--- config.mk ---
export PLATFORM = sky130hd
export DESIGN_NAME = disk_host_top
export DESIGN_NICKNAME = d
export VERILOG_FILES = /design/src/rtl/host_pkg.sv /design/src/rtl/mem_pkg.sv /design/src/rtl/mem_if.sv /design/src/rtl/reset_seq.sv /design/src/rtl/dma_bridge.sv /design/src/rtl/disk_cmd_tracker.sv /design/src/rtl/disk_host_top.sv
export SDC_FILE = /design/constraint.sdc
export NUM_CORES = 1
export LEC_CHECK = 0
export ABC_CLOCK_PERIOD_IN_PS = 3500
export BUFFER_PORTS_ARGS = -buffer_cell sky130_fd_sc_hd__buf_2
export CORE_MARGIN = 5
export CORE_UTILIZATION = 43
export CTS_CLUSTER_DIAMETER = 120
export CTS_CLUSTER_SIZE = 20
export DETAILED_ROUTE_END_ITERATION = 8
export PLACE_DENSITY = 0.79
export SYNTH_ARGS = -nofsm -noshare
export SYNTH_HDL_FRONTEND = slang
export SYNTH_HIERARCHICAL = 1
export SYNTH_SLANG_ARGS = --single-unit
export TNS_END_PERCENT = 1
--- constraint.sdc ---
create_clock -name clk_sys -period 3.5 [get_ports clk_sys]
set_clock_uncertainty 0.05 [all_clocks]
set_input_delay 0.35 -clock clk_sys [delete_from_list [all_inputs] [get_ports clk_sys]]
set_output_delay 0.35 -clock clk_sys [all_outputs]
set_load 0.005 [all_outputs]
--- src/rtl/host_pkg.sv ---
package host_pkg;

	// Disk command as seen by the host
	// op_none means nothing is pending
	typedef enum logic [1:0] {
		op_none  = 2'd0,
		op_read  = 2'd1,
		op_write = 2'd2
	} disk_op_e;

	// Emulated drive that a command targets
	typedef enum logic {
		dev_floppy = 1'b0,
		dev_hdd    = 1'b1
	} disk_dev_e;

	// Outcome of a disk command, reported back to the CPU
	// as a single-cycle ok or error pulse
	typedef struct packed {
		logic ok;
		logic error;
	} disk_result_t;

	// Map the host's error flag to the pulse pair
	function automatic disk_result_t result_from_err(input logic err);
		disk_result_t res;
		res.ok    = ~err;
		res.error = err;
		return res;
	endfunction

endpackage

--- src/rtl/mem_pkg.sv ---
package mem_pkg;

	// Width of one disk image word on the memory bus
	localparam int MEM_WORD_W = 32;

	typedef logic [MEM_WORD_W-1:0] mem_word_t;

	// DMA bridge FSM
	// st_read_issue and st_write_issue hold the command
	// on the bus until wait_req is low
	typedef enum logic [2:0] {
		st_idle        = 3'd0,
		st_read_issue  = 3'd1,
		st_read_wait   = 3'd2,
		st_write_issue = 3'd3,
		st_ack         = 3'd4
	} bridge_state_e;

	// Any state other than idle counts as busy
	function automatic logic state_busy(input bridge_state_e st);
		return st != st_idle;
	endfunction

endpackage

--- src/rtl/mem_if.sv ---
`timescale 1ns/1ps

interface mem_if #(
	parameter int ADDR_W = 32
) ();

	// Command side, driven by the bridge
	logic [ADDR_W-1:0]  addr;
	mem_pkg::mem_word_t wdata;
	logic               rd;
	logic               we;

	// Response side, driven by the memory
	logic               wait_req;
	mem_pkg::mem_word_t rdata;
	logic               rdata_valid;

	modport bridge (
		output addr,
		output wdata,
		output rd,
		output we,
		input  wait_req,
		input  rdata,
		input  rdata_valid
	);

	// Memory-side view
	modport top (
		input  addr,
		input  wdata,
		input  rd,
		input  we,
		output wait_req,
		output rdata,
		output rdata_valid
	);

endinterface

--- src/rtl/reset_seq.sv ---
`timescale 1ns/1ps

module reset_seq #(
	parameter int RESET_STRETCH = 8
) (
	input  logic clk_sys,
	input  logic arst_n,
	input  logic host_reset,
	input  logic status_reset,
	input  logic button_reset,
	input  logic kbd_reset_n,
	output logic sys_reset,
	output logic cpu_reset
);

	localparam int CNT_W = $clog2(RESET_STRETCH + 1);

	logic [1:0]       status_sync;
	logic             status_prev;
	logic             status_rise;
	logic [CNT_W-1:0] stretch_cnt;
	logic             initialised;
	logic             cpu_rst_q;

	// Edge detect on the synchronised reset bit
	assign status_rise = status_sync[1] & ~status_prev;

	always_ff @(posedge clk_sys or negedge arst_n) begin
		if (!arst_n) begin
			status_sync <= '0;
			status_prev <= 1'b0;
			stretch_cnt <= '0;
			initialised <= 1'b0;
			cpu_rst_q   <= 1'b0;
		end else begin
			status_sync <= {status_sync[0], status_reset};
			status_prev <= status_sync[1];
			cpu_rst_q   <= button_reset | status_reset | ~kbd_reset_n;

			if (status_rise) begin
				stretch_cnt <= CNT_W'(RESET_STRETCH);
				initialised <= 1'b1;
			end else if (stretch_cnt != '0) begin
				stretch_cnt <= stretch_cnt - 1'b1;
			end
		end
	end

	// Held until the host has issued its first reset
	assign sys_reset = (stretch_cnt != '0) | ~initialised | host_reset;
	assign cpu_reset = cpu_rst_q | sys_reset;

endmodule

--- src/rtl/dma_bridge.sv ---
`timescale 1ns/1ps

module dma_bridge #(
	parameter int ADDR_W = 32
) (
	input  logic               clk_sys,
	input  logic               arst_n,

	// Host side, four-phase req/ack
	input  logic               dma_req,
	input  logic               dma_write,
	input  logic [ADDR_W-1:0]  dma_addr,
	input  mem_pkg::mem_word_t dma_wdata,
	output logic               dma_ack,
	output mem_pkg::mem_word_t dma_rdata,

	output logic               busy,

	mem_if.bridge              mem
);

	mem_pkg::bridge_state_e state;

	logic [ADDR_W-1:0]  addr_q;
	mem_pkg::mem_word_t wdata_q;
	mem_pkg::mem_word_t rdata_q;

	always_ff @(posedge clk_sys or negedge arst_n) begin
		if (!arst_n) begin
			state <= mem_pkg::st_idle;
		end else begin
			case (state)
				mem_pkg::st_idle: begin
					if (dma_req) begin
						if (dma_write) begin
							state <= mem_pkg::st_write_issue;
						end else begin
							state <= mem_pkg::st_read_issue;
						end
					end
				end

				// Command stays on the bus while wait_req is high
				mem_pkg::st_read_issue: begin
					if (!mem.wait_req) begin
						state <= mem_pkg::st_read_wait;
					end
				end

				mem_pkg::st_read_wait: begin
					if (mem.rdata_valid) begin
						state <= mem_pkg::st_ack;
					end
				end

				mem_pkg::st_write_issue: begin
					if (!mem.wait_req) begin
						state <= mem_pkg::st_ack;
					end
				end

				// Wait for the host to drop its request
				mem_pkg::st_ack: begin
					if (!dma_req) begin
						state <= mem_pkg::st_idle;
					end
				end

				default: begin
					state <= mem_pkg::st_idle;
				end
			endcase
		end
	end

	// Request payload, captured once per transfer
	always_ff @(posedge clk_sys) begin
		if (state == mem_pkg::st_idle && dma_req) begin
			addr_q  <= dma_addr;
			wdata_q <= dma_wdata;
		end
	end

	always_ff @(posedge clk_sys) begin
		if (state == mem_pkg::st_read_wait && mem.rdata_valid) begin
			rdata_q <= mem.rdata;
		end
	end

	// Bus strobes decode straight from the state register
	assign mem.rd    = (state == mem_pkg::st_read_issue);
	assign mem.we    = (state == mem_pkg::st_write_issue);
	assign mem.addr  = addr_q;
	assign mem.wdata = wdata_q;

	assign dma_ack   = (state == mem_pkg::st_ack);
	assign dma_rdata = rdata_q;
	assign busy      = mem_pkg::state_busy(state);

endmodule

--- src/rtl/disk_cmd_tracker.sv ---
`timescale 1ns/1ps

module disk_cmd_tracker (
	input  logic                clk_sys,
	input  logic                arst_n,
	input  logic                sys_reset,

	// Command pulses from the emulated CPU
	input  logic                disk_rd,
	input  logic                disk_wr,
	input  host_pkg::disk_dev_e disk_device,

	input  logic                bridge_busy,

	// Pending command, visible to the host
	output host_pkg::disk_op_e  disk_op,
	output host_pkg::disk_dev_e disk_op_device,

	// Result handshake from the host
	input  logic                result_req,
	input  logic                result_err,
	output logic                result_ack,
	output logic                cpu_result_ok,
	output logic                cpu_result_error,

	output logic                led_user,
	output logic                led_disk
);

	host_pkg::disk_op_e     op_q;
	host_pkg::disk_dev_e    dev_q;
	host_pkg::disk_result_t res_q;
	logic                   ack_q;
	logic                   pending;

	assign pending = (op_q != host_pkg::op_none);

	always_ff @(posedge clk_sys or negedge arst_n) begin
		if (!arst_n) begin
			op_q  <= host_pkg::op_none;
			dev_q <= host_pkg::dev_floppy;
			res_q <= '0;
			ack_q <= 1'b0;
		end else begin
			res_q <= '0;

			// Only one command at a time, later pulses are dropped
			if (!pending && (disk_rd || disk_wr)) begin
				if (disk_rd) begin
					op_q <= host_pkg::op_read;
				end else begin
					op_q <= host_pkg::op_write;
				end
				dev_q <= disk_device;
			end

			if (result_req && !ack_q) begin
				ack_q <= 1'b1;
				res_q <= host_pkg::result_from_err(result_err);
				op_q  <= host_pkg::op_none;
			end else if (!result_req) begin
				ack_q <= 1'b0;
			end

			// System reset wins over a command arriving in the same cycle
			if (sys_reset) begin
				op_q <= host_pkg::op_none;
			end
		end
	end

	assign disk_op          = op_q;
	assign disk_op_device   = dev_q;
	assign result_ack       = ack_q;
	assign cpu_result_ok    = res_q.ok;
	assign cpu_result_error = res_q.error;

	// Activity LEDs, lit only while a transfer is in flight
	assign led_user = pending & (dev_q == host_pkg::dev_floppy) & bridge_busy;
	assign led_disk = pending & (dev_q == host_pkg::dev_hdd) & bridge_busy;

endmodule

--- src/rtl/disk_host_top.sv ---
`timescale 1ns/1ps

module disk_host_top #(
	parameter int ADDR_W        = 32,
	parameter int RESET_STRETCH = 8
) (
	input  logic                clk_sys,
	input  logic                arst_n,

	// Reset sources
	input  logic                host_reset,
	input  logic                status_reset,
	input  logic                button_reset,
	input  logic                kbd_reset_n,
	output logic                sys_reset,
	output logic                cpu_reset,

	// Host DMA
	input  logic                dma_req,
	input  logic                dma_write,
	input  logic [ADDR_W-1:0]   dma_addr,
	input  mem_pkg::mem_word_t  dma_wdata,
	output logic                dma_ack,
	output mem_pkg::mem_word_t  dma_rdata,

	// Disk commands and results
	input  logic                disk_rd,
	input  logic                disk_wr,
	input  host_pkg::disk_dev_e disk_device,
	output host_pkg::disk_op_e  disk_op,
	output host_pkg::disk_dev_e disk_op_device,
	input  logic                result_req,
	input  logic                result_err,
	output logic                result_ack,
	output logic                cpu_result_ok,
	output logic                cpu_result_error,
	output logic                led_user,
	output logic                led_disk,

	// Main memory
	output logic [ADDR_W-1:0]   mem_addr,
	output mem_pkg::mem_word_t  mem_wdata,
	output logic                mem_rd,
	output logic                mem_we,
	input  logic                mem_wait,
	input  mem_pkg::mem_word_t  mem_rdata,
	input  logic                mem_rdata_valid
);

	logic bridge_busy;

	mem_if #(.ADDR_W(ADDR_W)) mem_bus ();

	assign mem_addr            = mem_bus.addr;
	assign mem_wdata           = mem_bus.wdata;
	assign mem_rd              = mem_bus.rd;
	assign mem_we              = mem_bus.we;
	assign mem_bus.wait_req    = mem_wait;
	assign mem_bus.rdata       = mem_rdata;
	assign mem_bus.rdata_valid = mem_rdata_valid;

	reset_seq #(.RESET_STRETCH(RESET_STRETCH)) i_reset_seq (
		.clk_sys      (clk_sys),
		.arst_n       (arst_n),
		.host_reset   (host_reset),
		.status_reset (status_reset),
		.button_reset (button_reset),
		.kbd_reset_n  (kbd_reset_n),
		.sys_reset    (sys_reset),
		.cpu_reset    (cpu_reset)
	);

	dma_bridge #(.ADDR_W(ADDR_W)) i_dma_bridge (
		.clk_sys   (clk_sys),
		.arst_n    (arst_n),
		.dma_req   (dma_req),
		.dma_write (dma_write),
		.dma_addr  (dma_addr),
		.dma_wdata (dma_wdata),
		.dma_ack   (dma_ack),
		.dma_rdata (dma_rdata),
		.busy      (bridge_busy),
		.mem       (mem_bus.bridge)
	);

	disk_cmd_tracker i_disk_cmd_tracker (
		.clk_sys          (clk_sys),
		.arst_n           (arst_n),
		.sys_reset        (sys_reset),
		.disk_rd          (disk_rd),
		.disk_wr          (disk_wr),
		.disk_device      (disk_device),
		.bridge_busy      (bridge_busy),
		.disk_op          (disk_op),
		.disk_op_device   (disk_op_device),
		.result_req       (result_req),
		.result_err       (result_err),
		.result_ack       (result_ack),
		.cpu_result_ok    (cpu_result_ok),
		.cpu_result_error (cpu_result_error),
		.led_user         (led_user),
		.led_disk         (led_disk)
	);

endmodule

[Word-level counts from Yosys, hierarchy flattened]
Cells that the tools add are included.
Word-level totals
  logic and storage cells: 70
  register bits after elaboration: 114
  input port bits: 111
  output and inout port bits: 109
Operators by class
  eq/ne operators: 10
  reduce and logical (&&, ||, !) cells: 14
  mux-type cells: 16
  bitwise logic cells: 15
  $add $sub $neg: 1
Operators by type and width (count)
  $mux W3: 5
  $pmux W3 S5: 1
  $mux W2: 6
  $ne A2 B2 Y1 const B: 5
  $mux W4: 2
  $eq A3 B2 Y1 const B: 2
  $reduce_bool A3 Y1: 2
  $and A1 B1 Y1: 5
  $not A1 Y1: 5
  $or A1 B1 Y1: 5
  $reduce_and A5 Y1: 1
  $logic_and A1 B1 Y1: 4
  $reduce_bool A2 Y1: 2
  $reduce_bool A4 Y1: 1
  $sub A4 B1 Y4 const B: 1
  $eq A3 B1 Y1 const B: 1
  $eq A3 B3 Y1 const B: 1
  $logic_not A3 Y1: 1
  $logic_not A1 Y1: 2
  $mux W1: 2
  $ne A2 B1 Y1 const B: 1
  $logic_or A1 B1 Y1: 1

[Logic depth before layout (Yosys ltp)]
  word-level depth: 6
  depth in mapped cells: 5
  depth with buffers taken out: 5

[Cells and area by module]
The synthesis kept the hierarchy.
By module, submodules not included
  dma_bridge: area an instance 3104.2 um^2, instances 1, cells each 117, seq. area each 2957.8 um^2
  reset_seq: area an instance 356.6 um^2, instances 1, cells each 29, seq. area each 225.2 um^2
  disk_cmd_tracker: area an instance 247.7 um^2, instances 1, cells each 23, seq. area each 150.1 um^2

[Least setup slack after synthesis]
OpenSTA, ideal clock, no wires.
  kind: reg2reg
  from: register i_dma_bridge.state[0]
  to: register i_dma_bridge.addr_q[0], in the netlist i_dma_bridge/mem.addr[0], enable pin
  required time: 3.021 ns
  path buffers: 1
  cell stages (with the launch flop): 4
  arrival time: 2.203 ns
  slack: 0.818 ns
  clock period less this slack: 2.682 ns
  path through: dfrtp_1 buf_6 nor2_1 and3_1
On the way
  cells in the longest elaborated chain, start to end: 2
Ends and longest elaborated chain
  start, declared: RTL line dma_bridge.sv:22  | mem_pkg::bridge_state_e state;
  start signal, assigned: RTL line dma_bridge.sv:30  | state <= mem_pkg::st_idle;
  start signal, assigned: RTL line dma_bridge.sv:36  | state <= mem_pkg::st_write_issue;
  start signal, assigned: RTL line dma_bridge.sv:38  | state <= mem_pkg::st_read_issue;
  $logic_not A3 Y1: RTL line dma_bridge.sv:78  | if (state == mem_pkg::st_idle && dma_req) begin
  $logic_and A1 B1 Y1: RTL line dma_bridge.sv:78
  end signal, assigned: RTL line dma_bridge.sv:79  | addr_q <= dma_addr;
  end, declared: RTL line dma_bridge.sv:24  | logic [ADDR_W-1:0] addr_q;
Every way passes these cells.
A chain may end at the register's enable or synchronous reset.

[Final worst setup path]
  from: register i_reset_seq.stretch_cnt[0]
  to: output port cpu_reset
On the way
  cells in the longest elaborated chain, start to end: 4
Ends and longest elaborated chain
  start, declared: RTL line reset_seq.sv:21  | logic [CNT_W-1:0] stretch_cnt;
  start signal, assigned: RTL line reset_seq.sv:41  | stretch_cnt <= CNT_W'(RESET_STRETCH);
  start signal, assigned: RTL line reset_seq.sv:44  | stretch_cnt <= stretch_cnt - 1'b1;
  $reduce_bool A4 Y1: RTL line reset_seq.sv:50  | assign sys_reset = (stretch_cnt != '0) | ~initialised | host_reset;
  $or A1 B1 Y1 (2 in series): RTL line reset_seq.sv:50
  $or A1 B1 Y1: RTL line reset_seq.sv:51  | assign cpu_reset = cpu_rst_q | sys_reset;
  end, declared: RTL line disk_host_top.sv:16  | output logic cpu_reset,
Every way passes these cells.

==> metrics.md <==
| Metric | Value |
|---|---|
| Outcome | `finished, final reports clean` |
| Via density | `4.54` |
| Top Ports | `220` |
| Yosys top cell by area | `edfxtp_1` |
| Peak Freq | `365 MHz` |
| CTS resizes | `0` |
| Initial antenna violation count | `0` |
| Primary FF master, synth | `edfxtp_1` |
| Syn Nets | `281` |
| GPL Wtd Cong | `0.762` |
| Port Buf Inserts | `219` |
| Core Util, Final | `0.792` |
| Inst Count DP | `492` |
| Worst-path clk slew | `0.06 ns` |
| Vias in the first global route | `3176` |
| Multiplexer share of the synthesized area | `0.00709` |
| PnR Total Power | `4.45 mW` |
| Finished Layout Cells | `626` |
| Number of synthesized flops with an enable pin | `96` |
| H-tree depth | `4` |
| R2r startpoint | `i_dma_bridge/state[0]` |
| Final setup viols | `0` |
| Post-synthesis sequential area ratio | `0.899` |
| Power Dens Cells | `677 mW/mm²` |
| Mapped Cells | `169` |
| RR Endpoint | `i_dma_bridge/mem.addr[3]` |
| Area contributors post-synth | `edfxtp_1 (78%), dfrtp_1 (12%), nor2_1 (0.91%)` |
| WL per Instance | `17.7 µm` |
| Synth Area in Compound Gates | `0.0209` |
| Yosys reg bits | `114` |
| Post-synthesis xor/xnor area fraction | `0.00236` |
| Final WS setup | `0.762 ns` |
| Largest family of logic cells by synthesized area | `simple AND/OR/NAND/NOR gates` |
| Synthesized cell area | `0.00371 mm²` |
| CP Max Fanout | `4` |
| Required @ worst endpoint | `3.10 ns` |
| CP Launch Type | `register` |
| Post-synth ARST share | `0.158` |
| Clock latency on the worst-skew pair | `0.48 ns` |
| Detailed Routing Iterations Pass 1 | `4` |
| Switching Share | `0.250` |
| Die Ht | `103 µm` |
| Antenna-violating nets left | `0` |
| CORE AREA | `0.00830 mm²` |
| Via count | `2844` |
| CTS buffer count | `17` |
| Min-Delay Endpoint | `i_disk_cmd_tracker/disk_op_device` |
| Crit Path Class | `reg2out` |
| Max-cap viol count | `0` |
| Final Hold Slack | `0.0530 ns` |
| Switching Power | `1.11 mW` |
| Final HPWL DP | `6820 µm` |
| Slew HR | `0.474` |
| Worst Path Arrival | `2.34 ns` |
| Num rows | `33` |
| Die X-Extent | `103 µm` |
| Post-Route WL | `11100 µm` |
| Initial Utilization | `0.447` |
| Clock sink total | `114` |
| Post-CTS Setup Inserts | `0` |
| WL met1 | `3820 µm` |
| Syn_area_per_cell | `21.9 µm²` |
| Clk pwr share | `0.400` |
| ANT cells | `0` |
| Post-synthesis simple-gate area fraction | `0.0574` |
| TritonCTS clock tree | `built` |
| Synth Area in Adders | `0.00337` |
| CP Capture Type | `output pin` |
| Hold Buf Count CTS | `102` |
| Total gr overflow | `0` |
| Worst slack, placed | `1.29 ns` |
| Leakage | `2.86 nW` |
| Reg2Reg Depth | `3` |
| # DRC | `0` |
| Fillcell total | `450` |
| Yosys warns | `6` |
| Post-placement cell area | `0.00493 mm²` |
| Top Layer Used | `met4` |
| Worst ir drop on vdd | `0.391 mV` |
| Final hold vios | `0` |
| Flop pwr share | `0.433` |
| Met3 routed WL | `1230 µm` |
| Class of the worst hold path | `in2reg` |
| Internal power component | `3.33 mW` |
| Min-delay src | `disk_device` |
| Area delta synth->final | `77.2%` |
| Comb power frac | `0.167` |
| Die ar. | `0.0106 mm²` |
| DR iter-0 viols | `97` |
| Aggregate global-route resource usage | `0.211` |
| Clock Path Buffers | `2` |
| Share of the synthesized area in the top cell type | `0.777` |
| Root buffer cell | `clkbuf_8` |
| TNS Setup | `0 ns` |
| Largest net degree at the start of global routing | `65` |
| Share of cells above drive strength 1 | `0.509` |
| Worst hold stages | `2` |
| Count of different cell masters after synthesis | `33` |
| Global-route wire length before repair | `16300 µm` |
| Finished Cell Area | `0.00657 mm²` |
| Final count of pins violating max slew | `0` |
| Minimum clock period | `2.74 ns` |
| DR WL met2 | `5940 µm` |
| RSZ-0062 raised after global routing | `false` |
| Final period utilization | `0.782` |
| Tightest Pin Transition | `0.790 ns` |
| NumNets Final | `620` |
| R2R Setup Slk | `1.56 ns` |
==> cell usage after synthesis, types with 2 or more instances <==
| library cell | instances |
|---|---|
| dfrtp_1 | 18 |
| nor2_1 | 9 |
| inv_1 | 6 |
| a21oi_1 | 3 |
| nor3_2 | 2 |
| edfxtp_1 | 96 |
| nand2_1 | 3 |
| nor2b_1 | 3 |
| nor3_1 | 3 |
| or3b_4 | 2 |
| nor2_2 | 2 |
==> worst max path at each step <==
stage	startpoint	to	slack, ns	cells after the start
after floorplan	i_dma_bridge/state[0]	i_dma_bridge/mem.addr[0]	0.82	3
after global placement	i_reset_seq/stretch_cnt[0]	cpu_reset	1.34	6
after detailed placement	i_reset_seq/stretch_cnt[0]	cpu_reset	1.29	6
after CTS	i_reset_seq/stretch_cnt[0]	cpu_reset	0.75	6
after global routing	i_reset_seq/stretch_cnt[0]	cpu_reset	0.64	6
final	i_reset_seq/stretch_cnt[0]	cpu_reset	0.76	6
==> area by class of cell <==
cell class	instances	area, µm²	area share
Sequential cell	114	3330	0.507
Inverter	6	22.5	0.00343
Timing Repair Buffer	322	2120	0.323
Tap cell	105	131	0.0200
Clock buffer	17	414	0.0630
Clock inverter	15	206	0.0314
Multi-Input combinational cell	47	339	0.0516
==> kinds of logic after synthesis <==
family / after synthesis
xor+xnor: 1
simple gates: 33
mux: 2
compound gates: 10
buf+inv: 8
flops: 114
fa+ha+maj: 1
==> worst max-delay path, stage by stage (launching register included) <==
cell and delay, ns:
dfrtp_1 0.40, inv_1 0.07, ha_1 0.19, or3b_4 0.42, or3b_4 0.41, or2_1 0.23
buf_2 0.13
==> power groups by stage <==
stage                     clock [mW]  sequential, mW  combinational, mW
after CTS                       1.80            1.92              0.747
after global routing            1.88            1.95              0.813
after detailed placement           0            1.94              0.656
after floorplan                    0            1.96              0.290
final                           1.78            1.93              0.743
after global placement             0            1.92              0.635
==> layout by cell type, fill, tap and decap left out, types with 2 or more instances in the layout <==
cell and instances:
buf_2 219, dlygate4sd3_1 102, edfxtp_1 96, dfrtp_1 18
clkbuf_16 16, nor2_1 9, inv_1 6, bufinv_16 4
inv_6 3, clkinv_4 3, nor2b_1 3, a21oi_1 3
nor3_1 3, nand2_1 3, clkinv_1 2, clkinvlp_4 2
nor2_2 2, nor3_2 2, and3_2 2, or3b_4 2
==> registers in the layout, summed over array words and instances, names as in the netlist <==
register / cells
i_reset_seq/cpu_rst_q: 1
i_disk_cmd_tracker/cpu_result_ok: 1
i_reset_seq/stretch_cnt: 4
i_dma_bridge/mem.addr: 32
i_dma_bridge/mem.wdata: 32
i_disk_cmd_tracker/disk_op: 2
i_reset_seq/status_sync: 2
i_reset_seq/initialised: 1
i_disk_cmd_tracker/result_ack: 1
i_reset_seq/status_prev: 1
i_disk_cmd_tracker/cpu_result_error: 1
i_disk_cmd_tracker/disk_op_device: 1
i_dma_bridge/state: 3
i_dma_bridge/dma_rdata: 32
==> per-layer routing <==
layer  up-vias  GRT usage
met5         -          0
met4         0     0.0687
met3         8     0.0744
met2       162      0.393
met1      1342      0.221
li1       1332          -
(Power assumes the default switching activity.)
